[src/design/nand_pkg.sv]
// NAND flash model package with geometry, command codes, ID bytes, busy lengths and shared types
`default_nettype none

package nand_pkg;

    // Geometry defaults, the top level may override them
    localparam int COL_BITS   = 4;                      // 16 bytes per page
    localparam int PAGE_BITS  = 2;                      // 4 pages per block
    localparam int BLOCK_BITS = 2;                      // 4 blocks
    localparam int ROW_BITS   = PAGE_BITS + BLOCK_BITS;

    // Busy lengths in clock cycles
    localparam int T_READ  = 40;    // Array to buffer
    localparam int T_PROG  = 120;   // Buffer to array
    localparam int T_ERASE = 200;   // Whole block
    localparam int T_RST   = 10;

    typedef logic [7:0]          io_byte_t;
    typedef logic [COL_BITS-1:0] col_addr_t;    // Byte within page
    typedef logic [ROW_BITS-1:0] row_addr_t;    // Block in upper bits, page in lower

    // Command codes
    localparam io_byte_t CMD_READ1   = 8'h00;
    localparam io_byte_t CMD_READ2   = 8'h30;
    localparam io_byte_t CMD_STATUS  = 8'h70;
    localparam io_byte_t CMD_READ_ID = 8'h90;
    localparam io_byte_t CMD_PROG1   = 8'h80;
    localparam io_byte_t CMD_PROG2   = 8'h10;
    localparam io_byte_t CMD_ERASE1  = 8'h60;
    localparam io_byte_t CMD_ERASE2  = 8'hD0;
    localparam io_byte_t CMD_RESET   = 8'hFF;

    // Maker, device and two extra ID bytes
    localparam io_byte_t ID_BYTES [4] = '{8'hC2, 8'hF1, 8'h80, 8'h1D};

    typedef enum logic [2:0] {
        IDLE,
        READ_ADDR,      // After 00, waiting for 30
        PROG_DATA,      // After 80, address and data until 10
        ERASE_ADDR,     // After 60, row bytes until D0
        BUSY_WAIT       // Sequencer running
    } nand_state_e;

    typedef enum logic [2:0] {
        NONE,
        LOAD,           // Page to buffer
        PROGRAM,        // Buffer into page
        ERASE,          // Block to FF
        RESET
    } seq_op_e;

endpackage

`default_nettype wire

[src/design/nand_addr_latch.sv]
// NAND address latch, counts address cycles and holds column and row with column auto-increment
`default_nettype none

module nand_addr_latch (
    input  logic                RE_B,
    input  logic                CE_B,
    input  logic                ale,
    input  logic                we,
    input  logic                row_only,
    input  logic                col_step,
    input  nand_pkg::io_byte_t  din,
    output nand_pkg::col_addr_t col,
    output nand_pkg::row_addr_t row
);
    import nand_pkg::*;

    logic [1:0] cyc;        // Expected cycle of next address byte
    logic       in_phase;   // Last strobe was an address byte
    logic       row_mode;   // Erase setup seen, phase begins at row low
    logic [1:0] idx;        // Cycle this strobe fills
    logic       addr_we;

    assign addr_we = we & ale;

    // First byte of a phase picks its start, later bytes follow the count
    assign idx = in_phase ? cyc : (row_mode ? 2'd2 : 2'd0);

    always_ff @(posedge RE_B or posedge CE_B) begin
        if (CE_B) begin
            cyc      <= 2'd0;
            in_phase <= 1'b0;
            row_mode <= 1'b0;
        end else begin
            if (row_only) begin
                row_mode <= 1'b1;
            end else if (addr_we) begin
                row_mode <= 1'b0;       // Only the first byte needs it
            end
            if (addr_we) begin
                cyc      <= idx + 2'd1; // Wraps after row high
                in_phase <= 1'b1;
            end else if (we) begin
                in_phase <= 1'b0;       // Command or data ends the phase
            end
        end
    end

    // High column and high row cycles carry no bits at this geometry
    always_ff @(posedge RE_B or posedge CE_B) begin
        if (CE_B) begin
            col <= '0;
            row <= '0;
        end else if (addr_we) begin
            if (idx == 2'd0) begin
                col <= din[COL_BITS-1:0];   // Column low
            end else if (idx == 2'd2) begin
                row <= din[ROW_BITS-1:0];   // Row low, {block, page}
            end
        end else if (col_step) begin
            col <= col + 1'b1;              // Next byte, wraps in page
        end
    end

endmodule

`default_nettype wire

[src/design/nand_array_seq.sv]
// NAND cell array with busy sequencer for page load, page program, block erase and reset
`default_nettype none

module nand_array_seq #(
    parameter int COL_BITS   = nand_pkg::COL_BITS,
    parameter int PAGE_BITS  = nand_pkg::PAGE_BITS,
    parameter int BLOCK_BITS = nand_pkg::BLOCK_BITS,
    parameter int T_READ     = nand_pkg::T_READ,
    parameter int T_PROG     = nand_pkg::T_PROG,
    parameter int T_ERASE    = nand_pkg::T_ERASE,
    parameter int T_RST      = nand_pkg::T_RST
) (
    input  logic                RE_B,
    input  logic                CE_B,
    input  logic                start,
    input  nand_pkg::seq_op_e   op,
    input  nand_pkg::row_addr_t row,
    input  nand_pkg::io_byte_t  seq_rdata,
    output logic                busy,
    output logic                seq_we,
    output nand_pkg::col_addr_t seq_col,
    output nand_pkg::io_byte_t  seq_wdata
);
    import nand_pkg::*;

    localparam int ROW_W  = PAGE_BITS + BLOCK_BITS;
    localparam int WALK_W = PAGE_BITS + COL_BITS;           // Enough for a whole block
    localparam int ADDR_W = ROW_W + COL_BITS;
    localparam int T_RP   = (T_READ > T_PROG) ? T_READ : T_PROG;
    localparam int T_ER   = (T_ERASE > T_RST) ? T_ERASE : T_RST;
    localparam int T_MAX  = (T_RP > T_ER) ? T_RP : T_ER;
    localparam int WAIT_W = $clog2(T_MAX + 1);

    typedef enum logic [1:0] {
        SEQ_IDLE,
        SEQ_WAIT,       // Busy time before the byte walk
        SEQ_WALK        // One byte per cycle
    } seq_phase_e;

    seq_phase_e        phase;
    seq_op_e           op_q;
    row_addr_t         row_q;
    logic [WAIT_W-1:0] wait_cnt;
    logic [WAIT_W-1:0] wait_init;
    logic [WALK_W-1:0] walk;
    logic              walk_end;
    logic [ADDR_W-1:0] cell_addr;
    io_byte_t          cells [2 ** ADDR_W];

    // Count loads T-1 so the wait lasts T cycles
    always_comb begin
        case (op)
            LOAD:    wait_init = WAIT_W'(T_READ - 1);
            PROGRAM: wait_init = WAIT_W'(T_PROG - 1);
            ERASE:   wait_init = WAIT_W'(T_ERASE - 1);
            default: wait_init = WAIT_W'(T_RST - 1);
        endcase
    end

    // Erase walks every page of the block, the others one page
    assign walk_end  = (op_q == ERASE) ? (walk == '1) : (walk[COL_BITS-1:0] == '1);
    assign cell_addr = (op_q == ERASE) ? {row_q[ROW_W-1:PAGE_BITS], walk}
                                       : {row_q, walk[COL_BITS-1:0]};

    assign busy      = (phase != SEQ_IDLE);
    assign seq_col   = walk[COL_BITS-1:0];
    assign seq_wdata = cells[cell_addr];
    assign seq_we    = (phase == SEQ_WALK) && (op_q == LOAD);

    always_ff @(posedge RE_B or posedge CE_B) begin
        if (CE_B) begin
            phase    <= SEQ_IDLE;
            op_q     <= NONE;
            row_q    <= '0;
            wait_cnt <= '0;
            walk     <= '0;
        end else begin
            case (phase)
                SEQ_IDLE: begin
                    if (start && op != NONE) begin
                        phase    <= SEQ_WAIT;
                        op_q     <= op;
                        row_q    <= row;            // Held for the whole op
                        wait_cnt <= wait_init;
                        walk     <= '0;
                    end
                end
                SEQ_WAIT: begin
                    if (wait_cnt == '0) begin
                        phase <= (op_q == RESET) ? SEQ_IDLE : SEQ_WALK;
                    end else begin
                        wait_cnt <= wait_cnt - 1'b1;
                    end
                end
                SEQ_WALK: begin
                    if (walk_end) begin
                        phase <= SEQ_IDLE;          // Ready again
                    end else begin
                        walk <= walk + 1'b1;
                    end
                end
                default: phase <= SEQ_IDLE;
            endcase
        end
    end

    // Cells only go from 1 to 0 on program, back to FF on erase
    always_ff @(posedge RE_B) begin
        if (phase == SEQ_WALK) begin
            if (op_q == PROGRAM) begin
                cells[cell_addr] <= cells[cell_addr] & seq_rdata;
            end else if (op_q == ERASE) begin
                cells[cell_addr] <= 8'hFF;
            end
        end
    end

endmodule

`default_nettype wire

[src/design/nand_cmd_fsm.sv]
// NAND command FSM that decodes commands, starts sequencer ops and returns status, ID or page bytes
`default_nettype none

module nand_cmd_fsm (
    input  logic               RE_B,
    input  logic               CE_B,
    input  logic               cle,
    input  logic               ale,
    input  logic               we,
    input  logic               re,
    input  logic               wp_n,
    input  logic               busy,
    input  nand_pkg::io_byte_t din,
    input  nand_pkg::io_byte_t buf_rdata,
    output nand_pkg::io_byte_t dout,
    output logic               dout_valid,
    output logic               buf_we,
    output logic               buf_clear,
    output logic               col_step,
    output logic               row_only,
    output logic               start,
    output nand_pkg::seq_op_e  op
);
    import nand_pkg::*;

    nand_state_e state;
    nand_state_e state_nxt;
    logic        status_mode;   // Reads return status after 70
    logic        id_mode;       // Reads walk the ID bytes after 90
    logic [1:0]  id_idx;
    logic        ready;
    logic        cmd_we;
    logic        cmd_ok;        // Command taken into mode registers
    logic        read_ok;
    logic        buf_rd;
    io_byte_t    status_byte;

    assign ready   = ~busy;                                     // Same as ryby
    assign cmd_we  = we & cle;
    assign cmd_ok  = cmd_we & (ready | (din == CMD_STATUS));   // Only 70 while busy
    assign read_ok = re & (status_mode | ready);
    assign buf_rd  = read_ok & ~status_mode & ~id_mode;

    // Data bytes only count inside a program setup
    assign buf_we   = we & ~cle & ~ale & (state == PROG_DATA);
    assign col_step = buf_we | buf_rd;

    // Bit 7 is write protect and bits 6 and 5 show ready
    assign status_byte = {wp_n, ~busy, ~busy, 5'b0};

    always_comb begin
        state_nxt = state;
        start     = 1'b0;
        op        = NONE;
        row_only  = 1'b0;
        buf_clear = 1'b0;
        if (ready) begin
            if (state == BUSY_WAIT) begin
                state_nxt = IDLE;                   // Op done
            end
            if (cmd_we) begin
                case (din)
                    CMD_READ1:   state_nxt = READ_ADDR;
                    CMD_READ2: begin
                        if (state == READ_ADDR) begin
                            start     = 1'b1;
                            op        = LOAD;
                            state_nxt = BUSY_WAIT;
                        end else begin
                            state_nxt = IDLE;
                        end
                    end
                    CMD_STATUS: begin
                        // Setup stays open
                    end
                    CMD_READ_ID: state_nxt = IDLE;
                    CMD_PROG1: begin
                        if (wp_n) begin
                            buf_clear = 1'b1;       // Unwritten bytes stay FF
                            state_nxt = PROG_DATA;
                        end
                    end
                    CMD_PROG2: begin
                        if (state == PROG_DATA) begin
                            start     = 1'b1;
                            op        = PROGRAM;
                            state_nxt = BUSY_WAIT;
                        end else begin
                            state_nxt = IDLE;
                        end
                    end
                    CMD_ERASE1: begin
                        if (wp_n) begin
                            row_only  = 1'b1;       // Erase skips column cycles
                            state_nxt = ERASE_ADDR;
                        end
                    end
                    CMD_ERASE2: begin
                        if (state == ERASE_ADDR) begin
                            start     = 1'b1;
                            op        = ERASE;
                            state_nxt = BUSY_WAIT;
                        end else begin
                            state_nxt = IDLE;
                        end
                    end
                    CMD_RESET: begin
                        start     = 1'b1;
                        op        = RESET;
                        state_nxt = BUSY_WAIT;
                    end
                    default: state_nxt = IDLE;      // Unknown code drops setup
                endcase
            end
        end
    end

    always_ff @(posedge RE_B or posedge CE_B) begin
        if (CE_B) begin
            state       <= IDLE;
            status_mode <= 1'b0;
            id_mode     <= 1'b0;
            id_idx      <= 2'd0;
            dout_valid  <= 1'b0;
        end else begin
            state      <= state_nxt;
            dout_valid <= read_ok;          // One cycle per read strobe
            if (cmd_ok) begin
                status_mode <= (din == CMD_STATUS);
                id_mode     <= (din == CMD_READ_ID);
                id_idx      <= 2'd0;
            end else if (read_ok && id_mode) begin
                id_idx <= id_idx + 2'd1;    // Cycles through the four
            end
        end
    end

    // Output register loads only on a taken read
    always_ff @(posedge RE_B) begin
        if (read_ok) begin
            if (status_mode) begin
                dout <= status_byte;
            end else if (id_mode) begin
                dout <= ID_BYTES[id_idx];
            end else begin
                dout <= buf_rdata;
            end
        end
    end

endmodule

`default_nettype wire

[src/design/nand_flash_top.sv]
// NAND flash top level, joins address latch, command FSM, page buffer and array sequencer
`default_nettype none

module nand_flash_top #(
    parameter int COL_BITS   = nand_pkg::COL_BITS,
    parameter int PAGE_BITS  = nand_pkg::PAGE_BITS,
    parameter int BLOCK_BITS = nand_pkg::BLOCK_BITS,
    parameter int T_READ     = nand_pkg::T_READ,
    parameter int T_PROG     = nand_pkg::T_PROG,
    parameter int T_ERASE    = nand_pkg::T_ERASE,
    parameter int T_RST      = nand_pkg::T_RST
) (
    input  logic               RE_B,
    input  logic               CE_B,
    input  logic               cle,
    input  logic               ale,
    input  logic               we,
    input  logic               re,
    input  logic               wp_n,
    input  nand_pkg::io_byte_t din,
    output nand_pkg::io_byte_t dout,
    output logic               dout_valid,
    output logic               ryby
);
    import nand_pkg::*;

    col_addr_t col;
    col_addr_t seq_col;
    row_addr_t row;
    io_byte_t  buf_rdata;
    io_byte_t  seq_rdata;
    io_byte_t  seq_wdata;
    seq_op_e   op;
    logic      buf_we;
    logic      buf_clear;
    logic      col_step;
    logic      row_only;
    logic      start;
    logic      seq_we;
    logic      busy;

    assign ryby = ~busy;    // Ready when no op runs

    nand_addr_latch i_addr (
        .RE_B(RE_B), .CE_B(CE_B), .ale(ale), .we(we),
        .row_only(row_only), .col_step(col_step), .din(din),
        .col(col), .row(row)
    );

    nand_cmd_fsm i_fsm (
        .RE_B(RE_B), .CE_B(CE_B), .cle(cle), .ale(ale), .we(we), .re(re),
        .wp_n(wp_n), .busy(busy), .din(din), .buf_rdata(buf_rdata),
        .dout(dout), .dout_valid(dout_valid), .buf_we(buf_we),
        .buf_clear(buf_clear), .col_step(col_step), .row_only(row_only),
        .start(start), .op(op)
    );

    nand_page_buffer #(.COL_BITS(COL_BITS)) i_buf (
        .RE_B(RE_B), .CE_B(CE_B), .buf_we(buf_we), .clear(buf_clear),
        .seq_we(seq_we), .col(col), .seq_col(seq_col), .wdata(din),
        .seq_wdata(seq_wdata), .rdata(buf_rdata), .seq_rdata(seq_rdata)
    );

    nand_array_seq #(
        .COL_BITS(COL_BITS), .PAGE_BITS(PAGE_BITS), .BLOCK_BITS(BLOCK_BITS),
        .T_READ(T_READ), .T_PROG(T_PROG), .T_ERASE(T_ERASE), .T_RST(T_RST)
    ) i_seq (
        .RE_B(RE_B), .CE_B(CE_B), .start(start), .op(op), .row(row),
        .seq_rdata(seq_rdata), .busy(busy), .seq_we(seq_we),
        .seq_col(seq_col), .seq_wdata(seq_wdata)
    );

endmodule

`default_nettype wire

[src/design/nand_page_buffer.sv]
// NAND page buffer, one page of bytes with a host port and a sequencer port
`default_nettype none

module nand_page_buffer #(
    parameter int COL_BITS = nand_pkg::COL_BITS
) (
    input  logic                RE_B,
    input  logic                CE_B,
    input  logic                buf_we,
    input  logic                clear,
    input  logic                seq_we,
    input  nand_pkg::col_addr_t col,
    input  nand_pkg::col_addr_t seq_col,
    input  nand_pkg::io_byte_t  wdata,
    input  nand_pkg::io_byte_t  seq_wdata,
    output nand_pkg::io_byte_t  rdata,
    output nand_pkg::io_byte_t  seq_rdata
);
    import nand_pkg::*;

    localparam int PAGE_LEN = 2 ** COL_BITS;

    io_byte_t page [PAGE_LEN];

    // Clear wins, sequencer and host never write together
    always_ff @(posedge RE_B or posedge CE_B) begin
        if (CE_B) begin
            for (int i = 0; i < PAGE_LEN; i++) begin
                page[i] <= 8'hFF;       // Blank page
            end
        end else if (clear) begin
            for (int i = 0; i < PAGE_LEN; i++) begin
                page[i] <= 8'hFF;       // Program setup, whole page in one cycle
            end
        end else if (seq_we) begin
            page[seq_col] <= seq_wdata; // Page load from array
        end else if (buf_we) begin
            page[col] <= wdata;         // Host data byte
        end
    end

    // Both reads combinational
    assign rdata     = page[col];
    assign seq_rdata = page[seq_col];

endmodule

`default_nettype wire

[config.mk]
export PLATFORM = sky130hd
export DESIGN_NAME = nand_flash_top
export DESIGN_NICKNAME = d
export VERILOG_FILES = /design/src/design/nand_pkg.sv /design/src/design/nand_addr_latch.sv /design/src/design/nand_array_seq.sv /design/src/design/nand_cmd_fsm.sv /design/src/design/nand_flash_top.sv /design/src/design/nand_page_buffer.sv
export SDC_FILE = /design/constraint.sdc
export NUM_CORES = 2
export LEC_CHECK = 0
export BUFFER_PORTS_ARGS = -buffer_cell sky130_fd_sc_hd__buf_2
export CAP_MARGIN = 0
export CORE_MARGIN = 4
export CORE_UTILIZATION = 59
export CTS_BUF_LIST = sky130_fd_sc_hd__clkbuf_4
export DETAILED_ROUTE_END_ITERATION = 6
export PLACE_DENSITY_LB_ADDON = 0.2
export SLEW_MARGIN = 10
export SYNTH_ARGS = -nofsm -noshare
export SYNTH_HDL_FRONTEND = slang
export SYNTH_SLANG_ARGS = --single-unit
[constraint.sdc]
create_clock -name RE_B -period 16.6 [get_ports RE_B]
set_input_delay 0.83 -clock RE_B [delete_from_list [all_inputs] [get_ports RE_B]]
set_output_delay 0.83 -clock RE_B [all_outputs]
set_load 0.05 [all_outputs]
==> After elaboration in Yosys (flattened, before gate mapping) <==
Memories as Yosys holds them, arrays and structs flattened.
Cells that the tools add are included.
W data, S select, Z words.
{ "classes": {"add_sub_neg": 5, "n_lt_le_gt_ge": 5, "n_eq_ne": 30, "muxes": 80, "bitwise_logic": 23, "n_reduce_logical": 24} }
{ "ops": {"columns": ["operator", "n"], "rows": [
  ["$mux W128", 3],
  ["$bwmux W128", 2],
  ["$mux W8", 13],
  ["$bmux W8 S4", 2],
  ["$demux W8 S4", 2],
  ["$eq A8 B8 Y1 const B", 4],
  ["$mux W3", 9],
  ["$mux W1", 25],
  ["$pmux W3 S8", 1],
  ["$pmux W8 S3", 1],
  ["$mux W2", 10],
  ["$eq A3 B2 Y1 const B", 6],
  ["$mux W6", 3],
  ["$bmux W8 S2", 1],
  ["$eq A8 B7 Y1 const B", 2],
  ["$logic_not A8 Y1", 2],
  ["$pmux W8 S2", 1],
  ["$reduce_bool A2 Y1", 7],
  ["$mux W4", 3],
  ["$pmux W3 S4", 1],
  ["$pmux W6 S2", 1],
  ["$reduce_and A3 Y1", 4],
  ["$ge A5 B5 Y1 const B", 2],
  ["$lt A5 B1 Y1 const B", 2],
  ["other kinds (27)", 60]
]} }
{ "totals": {"reg_bits": 179, "mem_bits_rw": 2048, "out_inout_bits": 10, "memories": 1} }
{ "mem_list": {"columns": ["memory", "words", "width", "read_ports", "rd_ports_with_merged_regs", "write_ports", "line", "rtl"], "rows": [
  ["i_seq.cells", 256, 8, 1, 0, 1, "nand_array_seq.sv:48", "io_byte_t cells [2 ** ADDR_W];"]
]} }

==> Depth between registers and ports, before layout <==
{ "depth": {"depth_word": 9, "depth_mapped": 15, "depth_no_buf": 8} }

==> Cells and area by module <==
From an unflattened synthesis, not the netlist that was laid out.
{ "hier_totals": {"cells_unflattened": 4827, "hier_area_um2": 91449.0} }
{ "by_module_without_submodules": {"columns": ["mod", "instances", "cells_each", "area_per_inst_um2"], "rows": [
  ["nand_array_seq", 1, 3832, 80840.0],
  ["nand_page_buffer", 1, 816, 8832.2],
  ["nand_cmd_fsm", 1, 130, 1172.4],
  ["nand_addr_latch", 1, 48, 600.6],
  ["nand_flash_top", 1, 1, 3.8]
]} }

==> Worst setup path before layout <==
No wires, ideal clock.
{ "synth_path": {"path_type": "register to register", "startpoint": "register i_seq.walk[1]", "endpoint": "memory i_seq.cells[0][1] in the netlist's numbering (data pin)", "setup_time_ns": 1.730, "arrival_ns": 9.725, "slack_ns": 5.145, "path_stages_with_launch": 13, "path_buffers": 6, "period_less_slack_ns": 11.455, "path_cell_list": "dfrtp_1 > buf_6 > buf_6 > buf_6 > buf_2 > buf_4 > buf_4 > mux2i_1 > a22oi_1 > nand3_1 > o21ai_0 > nor4_4 > a31oi_1"} }
{ "synth_via": {"elab_chain_len": 6, "word_cells_on_any_way": 8, "cone_classes": "mux: 5; bitwise: 2; memory: 1"} }
{ "synth_lines": {"columns": ["element", "line", "rtl"], "rows": [
  ["from (decl)", "nand_array_seq.sv:45", "logic [WALK_W-1:0] walk;"],
  ["from (signal assigned)", "nand_array_seq.sv:99", "walk <= walk + 1'b1;"],
  ["branches (longest 4 deep; another with $mem_v2 Z256 W8)", null, null],
  ["$and A8 B8 Y8 *", "nand_array_seq.sv:111", "cells[cell_addr] <= cells[cell_addr] & seq_rdata;"],
  ["$mux W8 (no line) *", null, null],
  ["to (decl)", "nand_array_seq.sv:48", null]
]} }
Mark *: on every way between the ends. The select of a mux whose other input is x is not followed.

==> Worst setup path after layout <==
{ "layout_path": {"startpoint": "register i_seq.walk[0]", "endpoint": "memory i_seq.cells[127][4] in the netlist's numbering (data pin)"} }
Same word-level chain as after synthesis.

==> impl_metrics.tcl <==
set metrics [dict create \
    clkPwrFrac 0.404 \
    path_clk_slew_ns 0.07 \
    synthMuxAreaShare 0.1596 \
    slowest_stage "nor4_1" \
    drive_above_1_share 0.2936 \
    clock_latency_ns 1.36 \
    r2r-start "i_seq.walk[0]" \
    ioPinCount 25 \
    synth_compound_area_frac 0.04931 \
    postSynthAreaPerCell_um2 18.27 \
    clockRootBuffer "clkbuf_4" \
    cts_tree "done" \
    routedWlPerCell_um 30.22 \
    finalCoreUtilization 0.6503 \
    hp-class "input port to asynchronous set/reset pin" \
    post-route-drc-count 0 \
    synth_seq_area_share 0.7243 \
    worstReg2RegEnd "i_seq.cells[127][4]" \
    layout.nets 5375 \
    combPwrFrac 0.039 \
    startpoint_type "flip-flop" \
    drtPass1Iterations 6 \
    slew_headroom 0.1814 \
    dieArea_um2 161200 \
    cts-buffers-inserted 577 \
    drv_slew 0 \
    finalClockSkew_ns 0.1232 \
    syn_nets 5031 \
    fp.coreArea_um2 154000 \
    hold_viol 0 \
    synth_edf_count 2056 \
    startpoint "i_seq.walk[0]" \
    r2r_slack_ns 9.00 \
    syn-cell-area_um2 91370 \
    numPortBuffers 24 \
    cp_cell_sequence "buf_4 > buf_4 > buf_12 > nor2_4 > buf_4 > a22oi_1 > o21ai_0 > o221ai_1 > nor2_1 > nor4_1 > o21ai_0 > nand2_4 > buf_4" \
    power.share.switching 0.2209 \
    p_seq_frac 0.557 \
    synth_top_family_by_area "multiplexers" \
    syn_inst 5000 \
    yosys.area.top_type "edfxtp_1" \
    synth_warnings 0 \
    cts.sink_count 2227 \
    worstSetupEndpoint "i_seq.cells[127][4]" \
    synth-xor-area-share 0.0004793 \
    syn_to_final_growth_pct 9.629 \
    powerDensity_nw_per_um2 112.8 \
    ant_nets 0 \
    synth.top_cell.area_share 0.6757 \
    dpl_cell_area_um2 93040 \
    final.min_clock_period_ns 7.597 \
    required_ns 17.54 \
    async_reset_ff_frac 0.07678 \
    place.gp.congestion 0.8910 \
    p_int_w 0.008800 \
    critPathMostFrequentCell "buf_4" \
    fmax_mhz 131.6 \
    grt_pass1_vias 51397 \
    cts_resized 0 \
    slowest_delay_ns 0.95 \
    rsz0062_at_grt "false" \
    synthFlopType "edfxtp_1" \
    grt_pass1_wl_um 345000 \
    peakVddDrop_mv 0.08448 \
    criticalPathCategory "flip-flop to flip-flop" \
    period_share 0.4576 \
    synth_common_cells "edfxtp_1 (2,056), mux4_2 (487), nor2_1 (402)" \
    cp.arrival_ns 8.54 \
    antenna_found_initial 7 \
    grt_overflow 0 \
    num_rows 144 \
    die_width_um 401.5 \
    vias 51071 \
    tns_ns 0 \
    drt_iter0_markers 6597 \
    die_h_um 401.5 \
    synth_seq_cells 2227 \
    dp_hpwl_um 138000 \
    cp-end-kind "flip-flop" \
    synthAdderAreaFrac 0.002191 \
    cts_buffer_depth 4 \
    worst_r2r_path_depth 13 \
    critPathMaxFanout 104 \
    worstMarginPinSlew_ns 1.221 \
    post-route-cell-area_um2 100200 \
    synth_most_common_cell "edfxtp_1" \
    htreeDepth 6 \
    power.switching_w 0.002495 \
    viasPerCell 6.575 \
    start_util 0.5931 \
    outcome "finished clean" \
    synth-simple-area-share 0.04189 \
    wl_um 234700 \
    holdWs_ns 0.2839 \
    yosysUniqueCellTypes 86 \
    drv_cap 0 \
    setup_viol 0 \
    synth_area_leaders "edfxtp_1 (68%), mux4_2 (12%), dfstp_2 (3.7%), mux2i_1 (3.3%), nor2_1 (1.7%)" \
    track_usage 0.2918 \
    grt_max_degree 201 \
    power.leakage_nw 31.91 \
]
==> registers in the layout, indices dropped and copies added, names as in the netlist <==
register,flops
i_fsm.state,3
i_buf.page,128
i_addr.cyc,2
i_addr.col,4
i_addr.in_phase,1
i_fsm.status_mode,1
i_addr.row_mode,1
i_seq.op_q,3
i_fsm.dout_valid,1
i_seq.phase,2
i_addr.row,4
i_seq.row_q,4
i_seq.cells,2048
i_seq.wait_cnt,8
i_seq.walk,6
i_fsm.id_idx,2
i_fsm.id_mode,1
i_fsm.dout,8
==> power groups by stage <==
| stage | sequential, W | combinational [W] | clock (W) |
|---|---|---|---|
| detailed placement | 0.00641 | 0.000436 | 0 |
| global route | 0.00630 | 0.000475 | 0.00497 |
| floorplan | 0.00643 | 0.000290 | 0 |
| CTS | 0.00630 | 0.000439 | 0.00463 |
| global placement | 0.00641 | 0.000421 | 0 |
| finish | 0.00630 | 0.000441 | 0.00456 |
==> worst min-delay path by stage <==
stage	depth (start not counted)	startpoint	to
3_3_place_gp	2	i_buf.page[103]	i_buf.page[103]
5_1_grt	3	CE_B	i_addr.col[1]
3_5_place_dp	2	i_buf.page[102]	i_buf.page[102]
2_1_floorplan	2	i_buf.page[14]	i_buf.page[14]
6_report	3	CE_B	i_addr.col[1]
4_1_cts	3	CE_B	i_addr.col[1]
==> cell type report <==
| type | count | area (µm²) |
|---|---|---|
| Timing Repair Buffer | 134 | 1051 |
| Tap cell | 2044 | 2557 |
| Clock inverter | 139 | 840.8 |
| Clock buffer | 812 | 6096 |
| Sequential cell | 2227 | 66190 |
| Antenna cell | 7 | 17.52 |
| Fill cell | 10570 | 53880 |
| Multi-Input combinational cell | 2382 | 23320 |
| Inverter | 22 | 96.34 |
==> worst max-delay path, delay by kind of cell, from the launching register on <==
family,cells,cell delay (ns)
compound gates,4,1.03
buf+inv,5,2.94
flops,1,0.77
simple gates,4,2.05
==> through the flow <==
step	worst slack, ns	total power [W]	std cells
6_report	9.003	0.01129	7767
5_1_grt	8.537	0.01174	7766
4_1_cts	9.066	0.01136	7760
3_5_place_dp	9.078	0.006849	6792
3_3_place_gp	9.221	0.006831	6792
2_1_floorplan	5.145	0.006724	5000
==> logic make-up after synthesis <==
| logic type | count (synthesis) |
|---|---|
| DFF | 2227 |
| buffers and inverters | 391 |
| xor gates and xnor gates | 5 |
| adders and majority gates | 16 |
| muxes | 825 |
| and+or+nand+nor | 853 |
| AOI/OAI and AO/OA | 683 |
==> cells in the final DEF, fill, tap and decap left out, drive strengths merged, types with 17 or more instances in the layout <==
cell type    count
inv             32
nor2           405
dlygate4sd3     17
or2             19
mux4           498
nor4            34
dfstp          128
nand2          221
a21oi          209
o21ai           79
edfxtp        2056
and2            25
mux2            25
o22ai           41
clkinv         116
o31ai          109
clkbuf         812
a22oi           91
a22o            35
dfrtp           43
nor3            43
buf            117
mux2i          302
nand3           25
==> layer usage <==
metal | part of all wire | global-route usage | up-vias
li1 | - | - | 21290
met3 | 0.11 | 0.08089 | 542
met1 | 0.38 | 0.4034 | 26258
met2 | 0.47 | 0.4452 | 2973
met5 | 0.00021 | 0 | -
met4 | 0.042 | 0.1209 | 8
==> what timing repair did <==
action,4_1_cts,5_1_grt
setup buffers,0,0
endpoints found under the setup margin,0,0
hold buffers,17,0
hold endpoints to repair,141,0
No activity file was read; power rests on OpenSTA's default activity.
